File: config.mk
export PLATFORM = sky130hd
export DESIGN_NAME = div_top
export DESIGN_NICKNAME = d
export VERILOG_FILES = /design/src/design/div_pkg.sv /design/src/design/wb_pkg.sv /design/src/design/div_radix8.sv /design/src/design/div_operand_prep.sv /design/src/design/div_result_fix.sv /design/src/design/div_ctrl.sv /design/src/design/div_wb_regs.sv /design/src/design/div_top.sv
export SDC_FILE = /design/constraint.sdc
export NUM_CORES = 1
export LEC_CHECK = 0
export ABC_AREA = 1
export BUFFER_PORTS_ARGS = -buffer_cell sky130_fd_sc_hd__buf_4
export CAP_MARGIN = 20
export CORE_MARGIN = 2
export CORE_UTILIZATION = 25
export CTS_BUF_LIST = sky130_fd_sc_hd__clkbuf_8
export DETAILED_ROUTE_END_ITERATION = 7
export GPL_TIMING_DRIVEN = 0
export MAX_ROUTING_LAYER = met4
export PLACE_DENSITY = 0.42
export SYNTH_ARGS = -nofsm -noshare
export SYNTH_HDL_FRONTEND = slang
export SYNTH_HIERARCHICAL = 1
export SYNTH_SLANG_ARGS = --single-unit
File: constraint.sdc
create_clock -name clk -period 12.7 [get_ports clk]
set_input_delay 2.54 -clock clk [delete_from_list [all_inputs] [get_ports clk]]
set_output_delay 2.54 -clock clk [all_outputs]
set_load 0.005 [all_outputs]
File: src/design/div_pkg.sv
// ~~~~~~~~~~~~~~~~~~~~~~~~~~~~~~
// Divide unit package
// Operation codes and the request, prepared-operand
// and response structs of the divide datapath
// ~~~~~~~~~~~~~~~~~~~~~~~~~~~~~~
`default_nettype none

package div_pkg;

    localparam int xlen = 32;  // One data word

    // RISC-V M-extension divide and remainder operations
    typedef enum logic [1:0] {
        op_div  = 2'b00,
        op_divu = 2'b01,
        op_rem  = 2'b10,
        op_remu = 2'b11
    } div_op_t;

    typedef struct packed {
        div_op_t         op;
        logic [xlen-1:0] a;       // Dividend
        logic [xlen-1:0] b;       // Divisor
    } div_req_t;

    typedef struct packed {
        logic [xlen-1:0] a_mag;   // Unsigned dividend magnitude
        logic [xlen-1:0] b_mag;   // Unsigned divisor magnitude
        logic            sel_rem; // Remainder wanted
        logic            neg_q;   // Negate quotient
        logic            neg_r;   // Negate remainder
        logic            b_zero;  // Divisor is zero
        logic [xlen-1:0] a_orig;  // Dividend as written
    } div_prep_t;

    typedef struct packed {
        logic [xlen-1:0] result;
        logic            div_by_zero;
    } div_rsp_t;

endpackage

`default_nettype wire

File: src/design/wb_pkg.sv
// ~~~~~~~~~~~~~~~~~~~~~~~~~~~~~~
// Wishbone classic package
// Bus request and response structs and the
// register map of the divide unit
// ~~~~~~~~~~~~~~~~~~~~~~~~~~~~~~
`default_nettype none

package wb_pkg;

    localparam int dw = 32;  // Bus data width

    typedef struct packed {
        logic          cyc;
        logic          stb;
        logic          we;
        logic [7:0]    adr;
        logic [dw-1:0] dat;
    } wb_req_t;

    typedef struct packed {
        logic          ack;
        logic [dw-1:0] dat;
    } wb_rsp_t;

    // Register map in byte addresses
    localparam logic [7:0] reg_opa    = 8'h00;
    localparam logic [7:0] reg_opb    = 8'h04;
    localparam logic [7:0] reg_ctrl   = 8'h08;
    localparam logic [7:0] reg_result = 8'h0C;
    localparam logic [7:0] reg_status = 8'h10;

endpackage

`default_nettype wire

File: src/design/div_radix8.sv
// ~~~~~~~~~~~~~~~~~~~~~~~~~~~~~~
// Radix-8 restoring divider
// Unsigned, three quotient bits per cycle, finishes
// at once when the divisor exceeds the dividend
// ~~~~~~~~~~~~~~~~~~~~~~~~~~~~~~
`default_nettype none

module div_radix8 #(
    parameter int WIDTH = 32
) (
    input  logic             clk,
    input  logic             rst,
    input  logic             start,
    input  logic             ack,
    input  logic [WIDTH-1:0] a,
    input  logic [WIDTH-1:0] b,
    output logic [WIDTH-1:0] q,
    output logic [WIDTH-1:0] r,
    output logic             complete
);

    localparam int DIGITS = (WIDTH + 2) / 3;    // Radix-8 digits per operand
    localparam int QW     = 3 * DIGITS;         // Dividend padded to whole digits
    localparam int CW     = $clog2(DIGITS) + 1;

    logic [QW-1:0]    a_ext;
    logic [WIDTH+3:0] b_ext;
    logic             early;      // Divisor greater than dividend
    logic             iterate;
    logic [CW-1:0]    cnt;        // Digits still to retire

    logic [WIDTH+2:0] pr;         // Partial remainder with next dividend digit
    logic [QW-1:0]    qd;         // Dividend bits left, quotient digits shifted in
    logic [WIDTH+2:0] pr_in;
    logic [QW-1:0]    qd_in;

    logic [WIDTH+3:0] mult;
    logic [WIDTH+3:0] diff;
    logic [2:0]       digit;
    logic [WIDTH-1:0] rem;

    assign a_ext   = QW'(a);
    assign b_ext   = {4'b0000, b};
    assign early   = b > a;
    assign iterate = (start && !early) || cnt != '0;

    // ~~~~~~~~~~~~~~~~~~~~~~~~~~~~~~
    // Digit selection
    // ~~~~~~~~~~~~~~~~~~~~~~~~~~~~~~

    // The first digit is taken straight from the operands on start
    always_comb begin
        if (start) begin
            pr_in = {{WIDTH{1'b0}}, a_ext[QW-1:QW-3]};
            qd_in = {a_ext[QW-4:0], 3'b000};
        end else begin
            pr_in = pr;
            qd_in = qd;
        end
    end

    // Largest multiple of b not above the partial remainder
    always_comb begin
        digit = 3'd0;
        rem   = pr_in[WIDTH-1:0];
        mult  = '0;
        diff  = '0;
        for (int k = 1; k < 8; k++) begin
            mult = mult + b_ext;
            diff = {1'b0, pr_in} - mult;
            if (!diff[WIDTH+3]) begin   // Non-negative difference
                digit = 3'(k);
                rem   = diff[WIDTH-1:0];
            end
        end
    end

    // ~~~~~~~~~~~~~~~~~~~~~~~~~~~~~~
    // Iteration
    // ~~~~~~~~~~~~~~~~~~~~~~~~~~~~~~

    always_ff @(posedge clk) begin
        if (start && early) begin
            pr <= {a, 3'b000};                          // Remainder is a, quotient zero
            qd <= '0;
        end else if (iterate) begin
            pr <= {rem, qd_in[QW-1:QW-3]};              // Bring down next digit
            qd <= {qd_in[QW-4:0], digit};
        end
    end

    always_ff @(posedge clk) begin
        if (rst) begin
            cnt      <= '0;
            complete <= 1'b0;
        end else if (start) begin
            cnt      <= early ? '0 : CW'(DIGITS - 1);  // First digit done this cycle
            complete <= early;
        end else if (cnt != '0) begin
            cnt      <= cnt - 1'b1;
            complete <= cnt == CW'(1);                 // Last digit retires now
        end else if (ack) begin
            complete <= 1'b0;
        end
    end

    assign q = qd[WIDTH-1:0];
    assign r = pr[WIDTH+2:3];

endmodule

`default_nettype wire

File: src/design/div_operand_prep.sv
// ~~~~~~~~~~~~~~~~~~~~~~~~~~~~~~
// Operand preparation stage
// Strips operand signs and records the fix-up flags
// ~~~~~~~~~~~~~~~~~~~~~~~~~~~~~~
`default_nettype none

module div_operand_prep (
    input  logic                clk,
    input  logic                en,
    input  div_pkg::div_req_t   req,
    output div_pkg::div_prep_t  prep
);

    logic is_signed;
    logic a_neg;
    logic b_neg;

    assign is_signed = req.op == div_pkg::op_div || req.op == div_pkg::op_rem;
    assign a_neg     = is_signed & req.a[div_pkg::xlen-1];
    assign b_neg     = is_signed & req.b[div_pkg::xlen-1];

    always_ff @(posedge clk) begin
        if (en) begin
            prep.a_mag   <= a_neg ? -req.a : req.a;    // Most negative stays 2**31
            prep.b_mag   <= b_neg ? -req.b : req.b;
            prep.sel_rem <= req.op == div_pkg::op_rem || req.op == div_pkg::op_remu;
            prep.neg_q   <= a_neg ^ b_neg;
            prep.neg_r   <= a_neg;                     // Remainder takes dividend sign
            prep.b_zero  <= req.b == '0;
            prep.a_orig  <= req.a;
        end
    end

endmodule

`default_nettype wire

File: src/design/div_result_fix.sv
// ~~~~~~~~~~~~~~~~~~~~~~~~~~~~~~
// Result fix-up stage
// Picks quotient or remainder, restores the sign
// and applies the divide-by-zero rule
// ~~~~~~~~~~~~~~~~~~~~~~~~~~~~~~
`default_nettype none

module div_result_fix (
    input  logic                      clk,
    input  logic                      en,
    input  div_pkg::div_prep_t        prep,
    input  logic [div_pkg::xlen-1:0]  q,
    input  logic [div_pkg::xlen-1:0]  r,
    output div_pkg::div_rsp_t         rsp
);

    logic [div_pkg::xlen-1:0] mag;
    logic                     neg;
    logic [div_pkg::xlen-1:0] signed_res;
    logic [div_pkg::xlen-1:0] zero_res;

    assign mag        = prep.sel_rem ? r : q;
    assign neg        = prep.sel_rem ? prep.neg_r : prep.neg_q;
    assign signed_res = neg ? -mag : mag;

    // Divide by zero gives all ones as quotient and the dividend as remainder
    assign zero_res   = prep.sel_rem ? prep.a_orig : '1;

    // Overflow needs no special path.
    // 2**31 / 1 with equal signs comes out as the dividend, remainder zero.
    always_ff @(posedge clk) begin
        if (en) begin
            rsp.result      <= prep.b_zero ? zero_res : signed_res;
            rsp.div_by_zero <= prep.b_zero;
        end
    end

endmodule

`default_nettype wire

File: src/design/div_ctrl.sv
// ~~~~~~~~~~~~~~~~~~~~~~~~~~~~~~
// Divide control FSM
// Sequences preparation, core run, fix-up and done
// ~~~~~~~~~~~~~~~~~~~~~~~~~~~~~~
`default_nettype none

module div_ctrl (
    input  logic clk,
    input  logic rst,
    input  logic start,
    output logic busy,
    output logic done,
    output logic prep_en,
    output logic core_start,
    output logic core_ack,
    output logic fix_en,
    input  logic core_complete
);

    typedef enum logic [2:0] {
        idle,
        prep,
        run,
        fix,
        done_st
    } state_t;

    state_t state_q;
    state_t state_d;

    // ~~~~~~~~~~~~~~~~~~~~~~~~~~~~~~
    // State register and next state
    // ~~~~~~~~~~~~~~~~~~~~~~~~~~~~~~

    always_ff @(posedge clk) begin
        if (rst) begin
            state_q <= idle;
            done    <= 1'b0;
        end else begin
            state_q <= state_d;
            done    <= state_q == done_st;  // Pulse on the way back to idle
        end
    end

    always_comb begin
        state_d = state_q;
        case (state_q)
            idle:    if (start) state_d = prep;
            prep:    state_d = run;
            run:     if (core_complete) state_d = fix;
            fix:     state_d = done_st;
            done_st: state_d = idle;
            default: state_d = idle;
        endcase
    end

    // ~~~~~~~~~~~~~~~~~~~~~~~~~~~~~~
    // Stage strobes
    // ~~~~~~~~~~~~~~~~~~~~~~~~~~~~~~

    assign busy       = state_q != idle;
    assign prep_en    = state_q == idle && start;           // Operands held in registers
    assign core_start = state_q == prep;                    // Prepared operands valid now
    assign core_ack   = state_q == run && core_complete;    // Same cycle as move to fix
    assign fix_en     = state_q == fix;                     // Core outputs still held

endmodule

`default_nettype wire

File: src/design/div_wb_regs.sv
// ~~~~~~~~~~~~~~~~~~~~~~~~~~~~~~
// Divide unit register slave
// Wishbone classic access to operands, control,
// result and status, with busy stalls
// ~~~~~~~~~~~~~~~~~~~~~~~~~~~~~~
`default_nettype none

module div_wb_regs (
    input  logic               clk,
    input  logic               rst,
    input  wb_pkg::wb_req_t    wb_req,
    output wb_pkg::wb_rsp_t    wb_rsp,
    output logic               start,
    output div_pkg::div_req_t  req,
    input  logic               busy,
    input  logic               done,
    input  div_pkg::div_rsp_t  rsp
);

    logic                     ack_q;
    logic [wb_pkg::dw-1:0]    rdata_q;
    div_pkg::div_req_t        req_q;
    logic [div_pkg::xlen-1:0] result_q;
    logic                     dbz_q;        // Divide by zero of last result

    logic                     busy_any;
    logic                     access;
    logic                     stall;
    logic                     accept;
    logic [div_pkg::xlen-1:0] result_next;
    logic                     dbz_next;

    assign busy_any = busy | start;         // Start pulse precedes FSM busy
    assign access   = wb_req.cyc & wb_req.stb & ~ack_q;
    assign stall    = busy_any & (wb_req.we | wb_req.adr == wb_pkg::reg_result);
    assign accept   = access & ~stall;

    // A response landing this cycle is returned at once
    assign result_next = done ? rsp.result : result_q;
    assign dbz_next    = done ? rsp.div_by_zero : dbz_q;

    // ~~~~~~~~~~~~~~~~~~~~~~~~~~~~~~
    // Control and status
    // ~~~~~~~~~~~~~~~~~~~~~~~~~~~~~~

    always_ff @(posedge clk) begin
        if (rst) begin
            ack_q <= 1'b0;
            start <= 1'b0;
            dbz_q <= 1'b0;
        end else begin
            ack_q <= accept;
            start <= accept & wb_req.we & wb_req.adr == wb_pkg::reg_ctrl;
            dbz_q <= dbz_next;
        end
    end

    // ~~~~~~~~~~~~~~~~~~~~~~~~~~~~~~
    // Data registers
    // ~~~~~~~~~~~~~~~~~~~~~~~~~~~~~~

    always_ff @(posedge clk) begin
        result_q <= result_next;
        if (accept && wb_req.we) begin
            case (wb_req.adr)
                wb_pkg::reg_opa:  req_q.a  <= wb_req.dat;
                wb_pkg::reg_opb:  req_q.b  <= wb_req.dat;
                wb_pkg::reg_ctrl: req_q.op <= div_pkg::div_op_t'(wb_req.dat[1:0]);
                default:          ;
            endcase
        end
        if (accept && !wb_req.we) begin
            case (wb_req.adr)
                wb_pkg::reg_opa:    rdata_q <= req_q.a;
                wb_pkg::reg_opb:    rdata_q <= req_q.b;
                wb_pkg::reg_ctrl:   rdata_q <= {{(wb_pkg::dw-2){1'b0}}, req_q.op};
                wb_pkg::reg_result: rdata_q <= result_next;
                wb_pkg::reg_status: rdata_q <= {{(wb_pkg::dw-2){1'b0}}, dbz_next, busy_any};
                default:            rdata_q <= '0;
            endcase
        end
    end

    assign req        = req_q;
    assign wb_rsp.ack = ack_q;
    assign wb_rsp.dat = rdata_q;

endmodule

`default_nettype wire

File: src/design/div_top.sv
// ~~~~~~~~~~~~~~~~~~~~~~~~~~~~~~
// Divide unit top level
// Register slave, control FSM and the three datapath stages
// ~~~~~~~~~~~~~~~~~~~~~~~~~~~~~~
`default_nettype none

module div_top (
    input  logic             clk,
    input  logic             rst,
    input  wb_pkg::wb_req_t  wb_req,
    output wb_pkg::wb_rsp_t  wb_rsp
);

    logic                     start;
    div_pkg::div_req_t        req;
    logic                     busy;
    logic                     done;
    div_pkg::div_rsp_t        rsp;

    logic                     prep_en;
    logic                     core_start;
    logic                     core_ack;
    logic                     core_complete;
    logic                     fix_en;
    div_pkg::div_prep_t       prep;
    logic [div_pkg::xlen-1:0] core_q;
    logic [div_pkg::xlen-1:0] core_r;

    div_wb_regs i_regs (
        .clk    (clk),
        .rst    (rst),
        .wb_req (wb_req),
        .wb_rsp (wb_rsp),
        .start  (start),
        .req    (req),
        .busy   (busy),
        .done   (done),
        .rsp    (rsp)
    );

    div_ctrl i_ctrl (
        .clk           (clk),
        .rst           (rst),
        .start         (start),
        .busy          (busy),
        .done          (done),
        .prep_en       (prep_en),
        .core_start    (core_start),
        .core_ack      (core_ack),
        .fix_en        (fix_en),
        .core_complete (core_complete)
    );

    div_operand_prep i_prep (
        .clk  (clk),
        .en   (prep_en),
        .req  (req),
        .prep (prep)
    );

    div_radix8 #(
        .WIDTH (div_pkg::xlen)
    ) i_core (
        .clk      (clk),
        .rst      (rst),
        .start    (core_start),
        .ack      (core_ack),
        .a        (prep.a_mag),   // Magnitudes only, signs restored later
        .b        (prep.b_mag),
        .q        (core_q),
        .r        (core_r),
        .complete (core_complete)
    );

    div_result_fix i_fix (
        .clk  (clk),
        .en   (fix_en),
        .prep (prep),
        .q    (core_q),
        .r    (core_r),
        .rsp  (rsp)
    );

endmodule

`default_nettype wire

==> results.toml, run 1 <==
[pwr]
peakVddDrop_mv = 0.0861
power_density_nw_per_um2 = 194
power_leakage_uw = 0.0219

[sta]
relSlewSlack_pct = 16.7
slew_violations = 0
fmax_mhz = 83.3
max_slew.worst_pin.slew_ns = 1.25
timing.final.crit_period_ns = 12.00
period_share_pct = 94.5
worst_slack_ns = 0.696
setup_viol = 0
fin_skew_ns = 0.0403
grt_setup_unrepaired = "no"
hold_viol = 0
setup_tns_ns = 0

[logic_synthesis]
syn-instance-count = 6027
ys_warn_count = 6
netlist_area_um2 = 40900
syn_avg_cell_area_um2 = 6.79
synthFlopType = "edfxtp_1"
ys_types = 69
syn_nets = 6519
ys_seq_elements = 343
synth_seq_area_share_pct = 23.2
async_flop_share_pct = 0
synth_edf_count = 262

[global_routing]
grt_usage_pct = 23.0
antenna_found_initial = 2
grt_first_pass_wirelength_um = 274000
first_global_vias = 41400
gr-total-overflow = 0
grt_max_degree = 68

[drt]
drc = 0
viasPerCell = 4.83
routed-via-count = 40600
drt_iter0_markers = 2634
routed_wl_um = 193000
wl_per_cell_um = 22.9
dr.pass1.iters = 6
antenna_left = 0

[floorplanning]
die-area_um2 = 167000
start_util_pct = 25.2
fp.dieH_um = 409
ios = 78
die_w_um = 409
placement_rows = 148
coreArea_um2 = 163000

[worst_setup_path]
cp-start-kind = "flip-flop"
critical_path_peak_fanout = 10
slowest_delay_ns = 0.54
cpMaxStageDelayCell = "edfxtp_1"
endpoint_kind = "flip-flop"
r2r-start = "i_prep/prep[37]$_DFFE_PP_"
timing.rr.end = "i_core/pr[24]$_DFFE_PP_"
r2r_slack_ns = 0.70
path_class = "reg -> reg"
setup.worst_path.start = "i_prep/prep[37]$_DFFE_PP_"
cp.required_ns = 13.09
r2r_cells = 52
crit_end = "i_core/pr[24]$_DFFE_PP_"
crit_top_cell = "nand2_1"
critPathArrivalTime_ns = 12.39

[placement]
pre_cts_slack_ns = -0.604
dpl.hpwl_um = 165000
place_congestion = 1.01
io_buffers = 77

[clock_network]
htreeDepth = 2
clk_path_buf_depth = 3
clkSinkCount = 343
clkTransAtPathRegs_ns = 0.07
cts_inserted_buffers = 52
clock-root-buffer = "clkbuf_8"
cts_tree = "built"
clock_latency_ns = 0.66

[layout]
n_fill_cell = 18400
area_delta_synth_final_pct = 11.8
nets = 6676
drive_gt1_share_pct = 8.13

[job]
cap_viol_max_count = 0

[min_path]
min_path_type = "reg -> reg"

[outcome]
outcome = "completed"
-- worst min-delay path by stage --
stage                          startpoint                          to  slack (ns)  cells past startpoint
3_5_place_dp   i_regs/result_q[1]$_DFF_P_  i_regs/result_q[1]$_DFF_P_        0.44                      2
2_1_floorplan  i_regs/result_q[0]$_DFF_P_  i_regs/result_q[0]$_DFF_P_        0.43                      2
4_1_cts        i_regs/result_q[1]$_DFF_P_  i_regs/result_q[1]$_DFF_P_        0.45                      2
3_3_place_gp   i_regs/result_q[0]$_DFF_P_  i_regs/result_q[0]$_DFF_P_        0.44                      2
5_1_grt        i_regs/result_q[1]$_DFF_P_  i_regs/result_q[1]$_DFF_P_        0.46                      2
6_report       i_regs/result_q[1]$_DFF_P_  i_regs/result_q[1]$_DFF_P_        0.45                      2
-- layer usage --
metal	wire (um)	GRT usage, %	vias to the layer above
li1	-	-	20200
met1	79300	25.9	19200
met2	96100	41.1	926
met3	5210	1.15	338
met4	11900	12.1	0
met5	0	-	-
-- flip-flops by register name (all words and copies together), names as in the netlist, 3 cells and up --
name,count
i_fix/rsp,33
i_regs/result_q,32
i_regs/req,66
i_prep/prep,99
i_core/cnt,5
i_core/pr,35
i_core/qd,33
i_regs/rdata_q,32
i_ctrl/state_q,3
-- what timing repair did --
action,CTS,global route
hold buffers,0,0
pin swaps,0,0
gates cloned,0,0
setup endpoints to repair,35,35
buffers inserted,0,10
gates resized for setup,4,5
-- synth_stat cells (28+ instances only) --
cell type  instances  area (um2)
ha_1             412        5150
a31oi_1           51         319
nand4_1           49         307
dfxtp_1           81        1620
nor2_1           502        1880
buf_2             28         140
a21o_1            50         375
a21oi_1          526        2630
o211ai_1          30         225
nor3_1            51         255
fa_1              35         701
nand3_1          362        1810
nand2_1         1590        5970
o21ai_0          304        1520
xnor2_1          121        1060
nand2_2           35         219
clkbuf_1          48         180
o21bai_1          38         285
edfxtp_1         262        7870
inv_1            823        3090
buf_4             78         586
xor2_1           207        1810
-- kinds of logic after synthesis --
logic type | count (synthesis) | synth area share (%)
and+or+nand+nor | 2708 | 28.0
AOI/OAI and AO/OA | 1145 | 15.8
buffers and inverters | 1025 | 10.6
adders and majority gates | 447 | 14.3
DFF | 343 | 23.2
xor gates and xnor gates | 329 | 7.06
muxes | 30 | 1.06
-- metrics by stage --
step	hold slack (ns)	utilization, %	power, uW	cell area [um2]	instances
final	0.448	28.1	8870	45700	8404
after global routing	0.457	28.1	9520	45700	8404
after CTS	0.449	28.0	8810	45600	8391
after detailed placement	0.439	27.4	7790	44500	8294
after global placement	0.437	27.2	7800	44200	8279
after floorplan	0.428	-	5580	40900	6027
-- worst max-delay path, delay by kind of cell (launching register included) --
family | cells | cell delay, ns
compound gates | 11 | 2.97
xor+xnor | 5 | 1.66
fa+ha+maj | 6 | 2.16
buf+inv | 9 | 1.24
flops | 1 | 0.54
simple gates | 21 | 3.16
-- power breakdown --
| group | total, uW | internal [uW] | switching, uW |
|---|---|---|---|
| registers | 1480 | 1380 | 93.9 |
| clock network | 980 | 510 | 470 |
| logic | 6420 | 2030 | 4390 |
| total | 8870 | 3920 | 4960 |
-- area by class of cell --
type / count / area [um2] / area share [%]
tap: 2175 / 2720 / 5.95
inverter: 851 / 3210 / 7.01
clock buffer: 55 / 757 / 1.66
buffer: 174 / 1130 / 2.47
clock inverter: 42 / 339 / 0.742
multi-input combinational: 4659 / 27200 / 59.4
sequential: 343 / 9490 / 20.8
antenna: 2 / 5.00 / 0.0109
timing repair buffer: 103 / 897 / 1.96
-- layout by cell type (no fill, tap or decap), types with 30 or more instances in the layout --
cell type	instances
edfxtp_1	262
o21ai_0	303
nand2_2	35
inv_1	843
a21oi_1	525
ha_1	412
o211ai_1	30
clkbuf_1	47
nand4_1	49
a21o_1	50
nand3_1	361
clkbuf_8	56
a31oi_1	51
o21bai_1	38
nor3_1	51
xnor2_1	121
nor2_1	497
xor2_1	205
buf_4	171
fa_1	35
dfxtp_1	81
nand2_1	1590
No activity file was read; power rests on OpenSTA's default activity.
==> run 2: changes to the inputs <==
--- a/config.mk
+++ b/config.mk
@@ -14,7 +14,7 @@
 export DETAILED_ROUTE_END_ITERATION = 7
 export GPL_TIMING_DRIVEN = 0
 export MAX_ROUTING_LAYER = met4
-export PLACE_DENSITY = 0.42
+export PLACE_DENSITY = 0.43
 export SYNTH_ARGS = -nofsm -noshare
 export SYNTH_HDL_FRONTEND = slang
 export SYNTH_HIERARCHICAL = 1
==> results.toml, run 2 (synthesized netlist as in run 1, its figures left out) <==
[layout]
final_core_util_pct = 28.1
n_fill_cell = 18400
regMostFlops = "i_prep/prep"
final_common_cell = "nand2_1"
nets = 6680
area_delta_synth_final_pct = 11.6
largest_reg_flops = 99
final_cell_mix = "nand2_1, inv_1, a21oi_1"
drive_gt1_share_pct = 8.08
final_area_um2 = 45700

[global_routing]
grtUsageMet1_pct = 26.2
gr-usage-met3_pct = 1.14
grt_first_pass_wirelength_um = 275000
grt_max_degree = 71
met2_usage_pct = 41.8
first_global_vias = 40900
gr-total-overflow = 0
grt-busiest-layer = "met2"
antenna_found_initial = 4
grt_usage_pct = 23.2

[sta]
period_share_pct = 96.2
setup_tns_ns = 0
setup_viol = 0
fin_skew_ns = 0.0448
max_slew.worst_pin.slew_ns = 1.21
fmax_mhz = 81.9
timing.final.crit_period_ns = 12.21
hold_viol = 0
slew_violations = 0
relSlewSlack_pct = 19.5

[drt]
routed_wl_um = 194000
viasPerCell = 4.83
drc = 0
dr.pass1.iters = 6
antenna_left = 0
drt_iter0_markers = 2897
routed-via-count = 40600
wl_per_cell_um = 23.1

[floorplanning]
ios = 78
placement_rows = 148
die_w_um = 409
start_util_pct = 25.2
die-area_um2 = 167000
coreArea_um2 = 163000
fp.dieH_um = 409

[clock_network]
cts_tree = "built"
holdBufCountCts = 0
htreeDepth = 2
clock_latency_ns = 0.67
clkSinkCount = 343
clock-root-buffer = "clkbuf_8"
clkTransAtPathRegs_ns = 0.06
cts_inserted_buffers = 53
clk_path_buf_depth = 3

[min_path]
min_path_type = "reg -> reg"

[worst_setup_path]
cp-start-kind = "flip-flop"
path_class = "reg -> reg"
critical_path_peak_fanout = 10
endpoint_kind = "flip-flop"
crit_top_cell = "nand2_1"
critPathArrivalTime_ns = 12.61
cpMaxStageDelayCell = "o21ai_0"
slowest_delay_ns = 0.80
cp.required_ns = 13.09

[placement]
placed_cell_area_um2 = 44500
place_congestion = 0.979
io_buffers = 77
dpl.hpwl_um = 166000

[pwr]
p_clk_share_pct = 10.7
swShare_pct = 56.1
power_frac_comb_pct = 72.6
power_leakage_uw = 0.0218
switching_power_uw = 4960
power_density_nw_per_um2 = 194
power_frac_seq_pct = 16.7
power.internal_uw = 3880
peakVddDrop_mv = 0.0903

[job]
cap_viol_max_count = 0

[outcome]
outcome = "completed"
[run 2: final cells by class]
class                      count  area [um2]  area share [%]
timing repair buffer         106         931            2.04
antenna                        2        5.00          0.0110
clock buffer                  56         771            1.69
multi-input combinational   4659       27100            59.4
sequential                   343        9490            20.8
buffer                       174        1130            2.47
tap                         2175        2720            5.96
inverter                     851        3210            7.02
clock inverter                40         275           0.603
[run 2: worst max-delay path, delay by kind of cell, from the launching register on]
| family | cells | cell delay (ns) |
|---|---|---|
| buf+inv | 11 | 1.27 |
| flops | 1 | 0.32 |
| fa+ha+maj | 7 | 2.61 |
| compound gates | 8 | 3.27 |
| xor+xnor | 5 | 1.43 |
| simple gates | 22 | 3.01 |
[run 2: power groups by stage]
stage / clock [uW] / combinational, uW / sequential [uW]
CTS: 978 / 6320 / 1470
floorplan: 0 / 4130 / 1450
detailed placement: 0 / 6280 / 1490
global route: 1020 / 6990 / 1490
global placement: 0 / 6300 / 1500
finish: 948 / 6420 / 1470
[run 2: routing by layer]
| metal | wire length (um) | vias to the layer above |
|---|---|---|
| met2 | 98200 | 1000 |
| met1 | 79400 | 19100 |
| met4 | 10400 | 0 |
| met3 | 6000 | 310 |
| li1 | - | 20200 |
| met5 | 0 | - |
[run 2: final timing paths]
kind / start / to / slack (ns) / cells past startpoint
worst max register to register: i_prep/prep[37]$_DFFE_PP_ / i_core/pr[31]$_DFFE_PP_ / 0.49 / 53
worst min register to register: i_regs/result_q[1]$_DFF_P_ / i_regs/result_q[1]$_DFF_P_ / 0.45 / 2
worst min-delay path: i_regs/result_q[1]$_DFF_P_ / i_regs/result_q[1]$_DFF_P_ / 0.45 / 2
worst max-delay path: i_prep/prep[37]$_DFFE_PP_ / i_core/pr[31]$_DFFE_PP_ / 0.49 / 53
[run 2: what timing repair did]
item,in CTS,in global routing
setup endpoints to repair,14,35
setup buffers,0,9
resized for setup,1,1
[run 2: per-stage QoR]
stage	cells	hold slack (ns)	setup slack [ns]	total power, uW
2_1_floorplan	6027	0.428	3.82	5580
3_3_place_gp	8279	0.437	-1.15	7800
3_5_place_dp	8294	0.441	-0.0276	7780
4_1_cts	8390	0.451	0.0488	8770
5_1_grt	8405	0.466	-0.00149	9500
6_report	8406	0.451	0.488	8840
